File: src/program.hex
// one 32-bit instruction word per line, word address 0 upward
00100093
00200113
00308193
00410213
00518293
00620313
00728393
00830413
00938493
00a40513
00b48593
00c50613
00d58693
00e60713
00f68793
01070813
01178893
01280913
01388993
01490a13
01598a93
016a0b13
017a8b93
018b0c13
019b8c93
01ac0d13
01bc8d93
01cd0e13
01dd8e93
01ee0f13
01fe8f93
0000006f

File: src/design/fetch_pkg.sv
package fetch_pkg;

    // byte address of a 32-bit instruction
    typedef logic [31:0] addr_t;

    // raw instruction word
    typedef logic [31:0] inst_t;

    // first fetch address out of reset
    localparam addr_t reset_pc = 32'h0000_0000;

    // two-bit saturating branch counter
    typedef logic [1:0] ctr_t;

    // counter encoding, upper half predicts taken
    localparam ctr_t ctr_strong_nt = 2'd0;
    localparam ctr_t ctr_weak_nt   = 2'd1;
    localparam ctr_t ctr_weak_t    = 2'd2;
    localparam ctr_t ctr_strong_t  = 2'd3;

    // fresh entries start weakly not taken
    localparam ctr_t ctr_reset = ctr_weak_nt;

endpackage

File: src/design/branch_predictor.sv
`timescale 1ns/100ps

module branch_predictor #(
    parameter int BP_ENTRIES = 16
) (
    input  logic             clk,
    input  logic             rst,

    input  fetch_pkg::addr_t cur_pc,
    output fetch_pkg::addr_t next_pc,

    input  logic             update_valid,
    input  fetch_pkg::addr_t update_pc,
    input  logic             update_taken,
    input  fetch_pkg::addr_t update_target
);

    import fetch_pkg::*;

    localparam int IDX_W = $clog2(BP_ENTRIES);
    localparam int TAG_W = 32 - IDX_W - 2;

    // entry storage
    logic [BP_ENTRIES-1:0] valid;
    logic [TAG_W-1:0]      tag_tbl    [BP_ENTRIES];
    addr_t                 target_tbl [BP_ENTRIES];
    ctr_t                  ctr_tbl    [BP_ENTRIES];

    logic [IDX_W-1:0]      rd_idx;
    logic [TAG_W-1:0]      rd_tag;
    logic [IDX_W-1:0]      wr_idx;
    logic [TAG_W-1:0]      wr_tag;
    logic                  hit;
    logic                  same_entry;
    ctr_t                  ctr_base;

    // one saturating step toward the resolved direction
    function automatic ctr_t ctr_step(input ctr_t c, input logic taken);
        ctr_t r;
        r = c;
        if (taken && c != ctr_strong_t) begin
            r = c + 2'd1;
        end else if (!taken && c != ctr_strong_nt) begin
            r = c - 2'd1;
        end
        return r;
    endfunction

    // lookup, word index below and tag above
    assign rd_idx = cur_pc[IDX_W+1:2];
    assign rd_tag = cur_pc[31:IDX_W+2];
    assign hit    = valid[rd_idx] && (tag_tbl[rd_idx] == rd_tag);

    assign next_pc = (hit && ctr_tbl[rd_idx] >= ctr_weak_t) ? target_tbl[rd_idx]
                                                           : cur_pc + 32'd4;

    // training
    assign wr_idx     = update_pc[IDX_W+1:2];
    assign wr_tag     = update_pc[31:IDX_W+2];
    assign same_entry = valid[wr_idx] && (tag_tbl[wr_idx] == wr_tag);

    // a new branch takes over the slot from the reset counter value
    assign ctr_base = same_entry ? ctr_tbl[wr_idx] : ctr_reset;

    always_ff @(posedge clk) begin
        if (rst) begin
            valid <= '0;
        end else if (update_valid) begin
            valid[wr_idx] <= 1'b1;
        end
    end

    always_ff @(posedge clk) begin
        if (update_valid) begin
            tag_tbl[wr_idx]    <= wr_tag;
            target_tbl[wr_idx] <= update_target;
            ctr_tbl[wr_idx]    <= ctr_step(ctr_base, update_taken);
        end
    end

    // execute stage only resolves whole instructions
    assert property (@(posedge clk) disable iff (rst)
        update_valid |-> update_pc[1:0] == 2'b00)
        else $error("branch_predictor: update_pc not word aligned");

endmodule

File: src/design/fetch_unit.sv
`timescale 1ns/100ps

module fetch_unit #(
    parameter int QUEUE_DEPTH = 16,
    parameter int BP_ENTRIES  = 16,
    parameter int MEM_WORDS   = 64,
    parameter int MEM_LATENCY = 2
) (
    input  logic             clk,
    input  logic             rst,

    input  logic             redirect_valid,
    input  fetch_pkg::addr_t redirect_pc,

    output logic             fetch_valid,
    input  logic             fetch_ready,
    output fetch_pkg::addr_t fetch_pc,
    output fetch_pkg::inst_t fetch_inst,

    input  logic             update_valid,
    input  fetch_pkg::addr_t update_pc,
    input  logic             update_taken,
    input  fetch_pkg::addr_t update_target
);

    import fetch_pkg::*;

    // queue to memory
    logic  mem_req_valid;
    logic  mem_req_ready;
    addr_t mem_req_pc;
    logic  mem_resp_valid;
    addr_t mem_resp_pc;
    inst_t mem_resp_inst;

    // queue to predictor
    addr_t cur_pc;
    addr_t next_pc;

    inst_queue #(
        .QUEUE_DEPTH(QUEUE_DEPTH)
    ) inst_queue_inst (
        .clk            (clk),
        .rst            (rst),
        .redirect_valid (redirect_valid),
        .redirect_pc    (redirect_pc),
        .fetch_valid    (fetch_valid),
        .fetch_ready    (fetch_ready),
        .fetch_pc       (fetch_pc),
        .fetch_inst     (fetch_inst),
        .mem_req_valid  (mem_req_valid),
        .mem_req_ready  (mem_req_ready),
        .mem_req_pc     (mem_req_pc),
        .mem_resp_valid (mem_resp_valid),
        .mem_resp_pc    (mem_resp_pc),
        .mem_resp_inst  (mem_resp_inst),
        .cur_pc         (cur_pc),
        .next_pc        (next_pc)
    );

    branch_predictor #(
        .BP_ENTRIES(BP_ENTRIES)
    ) branch_predictor_inst (
        .clk           (clk),
        .rst           (rst),
        .cur_pc        (cur_pc),
        .next_pc       (next_pc),
        .update_valid  (update_valid),
        .update_pc     (update_pc),
        .update_taken  (update_taken),
        .update_target (update_target)
    );

    inst_mem #(
        .MEM_WORDS   (MEM_WORDS),
        .MEM_LATENCY (MEM_LATENCY)
    ) inst_mem_inst (
        .clk            (clk),
        .rst            (rst),
        .mem_req_valid  (mem_req_valid),
        .mem_req_ready  (mem_req_ready),
        .mem_req_pc     (mem_req_pc),
        .mem_resp_valid (mem_resp_valid),
        .mem_resp_pc    (mem_resp_pc),
        .mem_resp_inst  (mem_resp_inst)
    );

endmodule

File: src/design/inst_mem.sv
`timescale 1ns/100ps

module inst_mem #(
    parameter int MEM_WORDS   = 64,
    parameter int MEM_LATENCY = 2
) (
    input  logic             clk,
    input  logic             rst,

    input  logic             mem_req_valid,
    output logic             mem_req_ready,
    input  fetch_pkg::addr_t mem_req_pc,

    output logic             mem_resp_valid,
    output fetch_pkg::addr_t mem_resp_pc,
    output fetch_pkg::inst_t mem_resp_inst
);

    import fetch_pkg::*;

    localparam int IDX_W = $clog2(MEM_WORDS);
    localparam int CNT_W = $clog2(MEM_LATENCY + 1);

    inst_t             rom [MEM_WORDS];

    // cycles left until the pending response
    logic [CNT_W-1:0]  cnt;
    addr_t             hold_pc;
    logic [IDX_W-1:0]  rd_idx;
    logic              accept;

    initial begin
        $readmemh("/design/src/program.hex", rom);
    end

    // free again in the response cycle so requests can run back to back
    assign mem_req_ready = (cnt == CNT_W'(0)) || (cnt == CNT_W'(1));
    assign accept        = mem_req_valid && mem_req_ready;

    assign mem_resp_valid = (cnt == CNT_W'(1));
    assign mem_resp_pc    = hold_pc;

    // out of range addresses wrap around the rom
    assign rd_idx        = IDX_W'(hold_pc[31:2] % 30'(MEM_WORDS));
    assign mem_resp_inst = rom[rd_idx];

    always_ff @(posedge clk) begin
        if (rst) begin
            cnt <= '0;
        end else if (accept) begin
            cnt <= CNT_W'(MEM_LATENCY);
        end else if (cnt != CNT_W'(0)) begin
            cnt <= cnt - 1'b1;
        end
    end

    always_ff @(posedge clk) begin
        if (accept) begin
            hold_pc <= mem_req_pc;
        end
    end

    // no second request while the first is still in flight
    if (MEM_LATENCY > 1) begin : g_busy_check
        assert property (@(posedge clk) disable iff (rst)
            accept |-> ##1 (!accept) [*MEM_LATENCY-1])
            else $error("inst_mem: request accepted while busy");
    end

endmodule

File: src/design/inst_queue.sv
`timescale 1ns/100ps

module inst_queue #(
    parameter int QUEUE_DEPTH = 16
) (
    input  logic             clk,
    input  logic             rst,

    input  logic             redirect_valid,
    input  fetch_pkg::addr_t redirect_pc,

    output logic             fetch_valid,
    input  logic             fetch_ready,
    output fetch_pkg::addr_t fetch_pc,
    output fetch_pkg::inst_t fetch_inst,

    output logic             mem_req_valid,
    input  logic             mem_req_ready,
    output fetch_pkg::addr_t mem_req_pc,

    input  logic             mem_resp_valid,
    input  fetch_pkg::addr_t mem_resp_pc,
    input  fetch_pkg::inst_t mem_resp_inst,

    output fetch_pkg::addr_t cur_pc,
    input  fetch_pkg::addr_t next_pc
);

    import fetch_pkg::*;

    localparam int PTR_W = $clog2(QUEUE_DEPTH);

    // circular buffer
    logic [PTR_W-1:0] head;
    logic [PTR_W-1:0] tail;
    addr_t            pc_q   [QUEUE_DEPTH];
    inst_t            inst_q [QUEUE_DEPTH];

    // fetch sequencer state
    addr_t            pc;
    logic             requested;
    addr_t            request_pc;

    logic             queue_empty;
    logic             queue_full;
    logic             mispredict;
    logic             resp_match;
    logic             req_fire;
    logic             enq;
    logic             deq;

    assign queue_empty = (head == tail);

    // a redirect that matches the pending fetch on an empty queue is just a slow fetch
    assign mispredict = redirect_valid &&
                        (!requested || (request_pc != redirect_pc) || !queue_empty);

    // stale words from before a flush fall through here
    assign resp_match = requested && mem_resp_valid && (mem_resp_pc == request_pc);

    // full one slot early, so the word in flight always has room
    // and the check never has to look at the response
    assign queue_full = (tail + PTR_W'(1) == head) || (tail + PTR_W'(2) == head);

    // one request outstanding, the next one leaves as the current one returns
    assign mem_req_valid = mispredict || (!queue_full && (!requested || resp_match));
    assign mem_req_pc    = mispredict ? redirect_pc : pc;
    assign req_fire      = mem_req_valid && mem_req_ready;

    // predictor looks at the address being issued
    assign cur_pc = mem_req_pc;

    assign enq = resp_match && !mispredict;

    // empty queue passes a matching response straight through
    assign fetch_valid = !redirect_valid && (!queue_empty || resp_match);
    assign fetch_pc    = queue_empty ? mem_resp_pc : pc_q[head];
    assign fetch_inst  = queue_empty ? mem_resp_inst : inst_q[head];
    assign deq         = fetch_valid && fetch_ready;

    always_ff @(posedge clk) begin
        if (rst) begin
            head      <= '0;
            tail      <= '0;
            pc        <= reset_pc;
            requested <= 1'b0;
        end else begin
            // pointers
            if (mispredict) begin
                head <= tail;
            end else begin
                if (enq) begin
                    tail <= tail + 1'b1;
                end
                if (deq) begin
                    head <= head + 1'b1;
                end
            end

            // request tracking
            if (req_fire) begin
                requested <= 1'b1;
                pc        <= next_pc;
            end else if (mispredict) begin
                // memory busy, retry the redirect target later
                requested <= 1'b0;
                pc        <= redirect_pc;
            end else if (resp_match) begin
                requested <= 1'b0;
            end
        end
    end

    // payload registers
    always_ff @(posedge clk) begin
        if (req_fire) begin
            request_pc <= mem_req_pc;
        end
        if (enq) begin
            pc_q[tail]   <= mem_resp_pc;
            inst_q[tail] <= mem_resp_inst;
        end
    end

    // memory returns only the request that is outstanding here
    assert property (@(posedge clk) disable iff (rst)
        requested && mem_resp_valid |-> mem_resp_pc == request_pc)
        else $error("inst_queue: response does not belong to the outstanding request");

    // tail must never wrap onto head
    assert property (@(posedge clk) disable iff (rst)
        enq && !deq |=> !queue_empty)
        else $error("inst_queue: tail overran head");

endmodule

File: config.mk
export PLATFORM = sky130hd
export DESIGN_NAME = fetch_unit
export DESIGN_NICKNAME = d
export VERILOG_FILES = /design/src/design/fetch_pkg.sv /design/src/design/branch_predictor.sv /design/src/design/fetch_unit.sv /design/src/design/inst_mem.sv /design/src/design/inst_queue.sv
export SDC_FILE = /design/constraint.sdc
export NUM_CORES = 2
export LEC_CHECK = 0
export ABC_AREA = 1
export BUFFER_PORTS_ARGS = -buffer_cell sky130_fd_sc_hd__buf_2
export CORE_MARGIN = 3
export CORE_UTILIZATION = 45
export CTS_BUF_LIST = sky130_fd_sc_hd__clkbuf_16
export CTS_CLUSTER_DIAMETER = 200
export DETAILED_ROUTE_END_ITERATION = 8
export PLACE_DENSITY_LB_ADDON = 0.3
export SKIP_CTS_REPAIR_TIMING = 1
export SLEW_MARGIN = 20
export SYNTH_ARGS = -nofsm -noshare
export SYNTH_HDL_FRONTEND = slang
export SYNTH_SLANG_ARGS = --single-unit
File: constraint.sdc
create_clock -name clk -period 6.65 [get_ports clk]
set_input_delay 1.995 -clock clk [delete_from_list [all_inputs] [get_ports clk]]
set_output_delay 1.995 -clock clk [all_outputs]
set_load 0.005 [all_outputs]
==> run metrics <==
outcome completed; first-pass GRT wire length 301000 um; DIE WIDTH 392 um; number of port buffers 132; post-route setup TNS 0 ns; Synth async-reset ratio 0; highest-count cells in the layout ignoring fill and taps 1504 x sky130_fd_sc_hd__edfxtp_1, 857 x sky130_fd_sc_hd__nand2_1, 679 x sky130_fd_sc_hd__nor2_1, 570 x sky130_fd_sc_hd__nand3_1, 555 x sky130_fd_sc_hd__o21ai_0; critical-path maximum fanout 53; final critical-path required period 5.94 ns; Worst-Skew Late Latency 0.83 ns; Yosys warning count 0; Placeable Area 0.148 sq mm; final wirelength 206000 um; Hold Vio Cnt, Final 0; Fmax achieved 0.168 GHz; proportion of netlist area held by the largest area contributor 0.672; cell types with the largest area share after synthesis sky130_fd_sc_hd__edfxtp_1 67%, sky130_fd_sc_hd__nand2_1 4.8%, sky130_fd_sc_hd__nand3_1 4.2%; worst-case clock buffer depth 3; die height 392 um; slowest stage cell, crit path sky130_fd_sc_hd__clkinv_2; ratio of routed vias to standard cells 6.10; 1st-iter DRT viols 5944; CTS Root Buffer Type sky130_fd_sc_hd__clkbuf_16; standby leakage power 26.0 nW; fin nets 6001; number of instances in the synthesized netlist 5796; Synth Cell Area 0.0672 sq mm; clock-pin slew on the worst setup and hold paths 0.06 ns; number of enable flip-flop cells after synthesis 1504; unrepaired setup endpoints after global routing false; share of final-layout standard cells stronger than drive strength 1 0.106; clock sinks 1567; category of the critical setup timing path reg2out; cell-by-cell trace of the critical path clkinv_2 > buf_4 > o21ai_0 > o22ai_1 > nor2_1 > nor2_1 > o21ai_0 > a31oi_1 > buf_2; Post-route DRC 0; Primary FF master, synth sky130_fd_sc_hd__edfxtp_1; Max transition margin 0.208; data arrival time of the critical path 3.95 ns; mean instance size in the synthesized netlist 11.6 sq um; count of max-cap constraint violations 0; area growth from synthesis to layout 13.2%; vias in the first global route 45410; startpoint types flip-flop; Synth cell types 52; sequential element share of the synthesized area 0.691; DP Wirelength 118000 um; measured slew at the worst slew-check pin 1.19 ns; placer's final routability congestion estimate 0.948; via count 48584; largest net degree at the start of global routing 257; initial antenna violation count 26; max incr delay on CP 0.82 ns; Final setup violation count 0; Data required, critical path 4.66 ns; Layout Utilization 0.514; flop and latch count out of synthesis 1567; worst hold path type reg2reg; period utilisation layout 0.894; largest vdd supply drop 0.211 mV; initial standard-cell utilization of the core 0.454; routed length per instance 25.9 um; max-slew violation count 0; Clock Skew 0.0616 ns; critical path endpoint category primary output; overall overflow remaining after global route 0; level count of the clock H-tree 4; I/O pin total 167; ratio of total power to cell area 301 mW/mm^2; CTS tree done; num rows 141; number of nets with antenna violations after detailed routing 0; floorplan die area 0.154 sq mm; most frequent standard cell in the layout excluding fill and tap cells sky130_fd_sc_hd__edfxtp_1; CTS Buf Count 164; drt pass-1 iters 7; area leader, netlist sky130_fd_sc_hd__edfxtp_1; GR Util All Layers 0.263
power breakdown:
| part | total [mW] | internal, mW | switching [mW] |
|---|---|---|---|
| Combinational | 2.64 | 0.749 | 1.89 |
| Clock | 8.91 | 5.00 | 3.91 |
| Sequential | 11.4 | 11.2 | 0.220 |
| Total | 22.9 | 16.9 | 6.02 |
cells in the mapped netlist, types with 2 or more instances:
master,count
sky130_fd_sc_hd__inv_1,175
sky130_fd_sc_hd__a32o_1,20
sky130_fd_sc_hd__edfxtp_1,1504
sky130_fd_sc_hd__nor4_1,30
sky130_fd_sc_hd__ha_1,9
sky130_fd_sc_hd__buf_6,6
sky130_fd_sc_hd__nand2_2,7
sky130_fd_sc_hd__nand2_1,858
sky130_fd_sc_hd__o21ai_0,555
sky130_fd_sc_hd__o22ai_1,137
sky130_fd_sc_hd__a22o_1,3
sky130_fd_sc_hd__a211oi_1,2
sky130_fd_sc_hd__nor2_1,715
sky130_fd_sc_hd__nand2_4,2
sky130_fd_sc_hd__buf_8,2
sky130_fd_sc_hd__a21oi_1,159
sky130_fd_sc_hd__a22oi_1,232
sky130_fd_sc_hd__clkbuf_1,264
sky130_fd_sc_hd__buf_4,52
sky130_fd_sc_hd__nor3_1,11
sky130_fd_sc_hd__a31oi_1,36
sky130_fd_sc_hd__nor3_2,2
sky130_fd_sc_hd__nor3_4,2
sky130_fd_sc_hd__nor2_4,4
sky130_fd_sc_hd__dfxtp_1,63
sky130_fd_sc_hd__o21a_1,2
sky130_fd_sc_hd__inv_2,15
sky130_fd_sc_hd__buf_2,83
sky130_fd_sc_hd__xor2_1,35
sky130_fd_sc_hd__nand3_1,570
sky130_fd_sc_hd__nand3b_1,3
sky130_fd_sc_hd__nand4_1,16
sky130_fd_sc_hd__nand3_2,2
sky130_fd_sc_hd__o21ai_2,17
sky130_fd_sc_hd__buf_1,18
sky130_fd_sc_hd__xnor2_1,19
sky130_fd_sc_hd__o221ai_1,137
sky130_fd_sc_hd__o21ai_1,15
cells by family after synthesis:
family,synth area share
buffers and inverters,0.0400
adders and majority gates,0.00168
other,0.0000558
and+or+nand+nor,0.139
xor gates and xnor gates,0.00728
AOI/OAI and AO/OA,0.121
DFF,0.691
metal layers:
| layer | track usage | wire length [um] | up-vias |
|---|---|---|---|
| li1 | - | - | 21440 |
| met2 | 0.412 | 95600 | 2802 |
| met5 | 0 | 42 | - |
| met4 | 0.104 | 7870 | 6 |
| met1 | 0.361 | 80400 | 23878 |
| met3 | 0.0542 | 22100 | 458 |
path summary, 6_finish.rpt:
check	from	end	slack [ns]	depth (start not counted)
max	flip-flop	fetch_pc[2]	0.71	9
min	inst_mem_inst.cnt[0]$_SDFFE_PP0P_	inst_mem_inst.cnt[0]$_SDFFE_PP0P_	0.46	1
max reg2reg	inst_mem_inst.mem_resp_pc[13]$_DFFE_PP_	inst_queue_inst.pc[25]$_SDFF_PP0_	1.45	28
min reg2reg	inst_mem_inst.cnt[0]$_SDFFE_PP0P_	inst_mem_inst.cnt[0]$_SDFFE_PP0P_	0.46	1
cell type report:
cell class	instances	area, sq um
diodes	13	32.5
clock buffers	166	4150
clock inverters	135	1100
fillers	12639	72000
inverters	192	733
multi-input cells	3643	18500
flip-flops and latches	1567	46400
well taps	1930	2410
repair buffers	322	2680
critical path, delay by kind of cell, from the launching register on:
family | cells | cell delay (ns)
buffers and inverters | 3 | 1.56
flip-flops | 1 | 0.72
AO/OA/AOI/OAI | 4 | 0.60
AND/OR/NAND/NOR | 2 | 0.21
flip-flops by register name (all words and copies together) (netlist names), named ones only:
register,count
branch_predictor_inst.target_tbl,512
inst_queue_inst.requested,1
branch_predictor_inst.valid,16
inst_mem_inst.mem_resp_pc,32
inst_queue_inst.pc_q,512
branch_predictor_inst.tag_tbl,416
inst_queue_inst.head,4
inst_mem_inst.cnt,2
inst_queue_inst.tail,4
inst_queue_inst.pc,32
branch_predictor_inst.ctr_tbl,32
per-stage QoR:
stage	std cells	setup slack, ns	hold slack [ns]	instance area (sq um)	power (mW)
final	7968	0.706	0.457	76100	22.9
after global routing	7961	0.497	0.495	76000	23.7
after CTS	7955	0.696	0.454	76000	23.0
after detailed placement	7654	0.259	0.439	70800	14.2
after global placement	7654	0.276	0.435	70800	14.1
after floorplan	5827	0.560	0.422	67300	13.0
No activity file was read; power rests on OpenSTA's default activity.
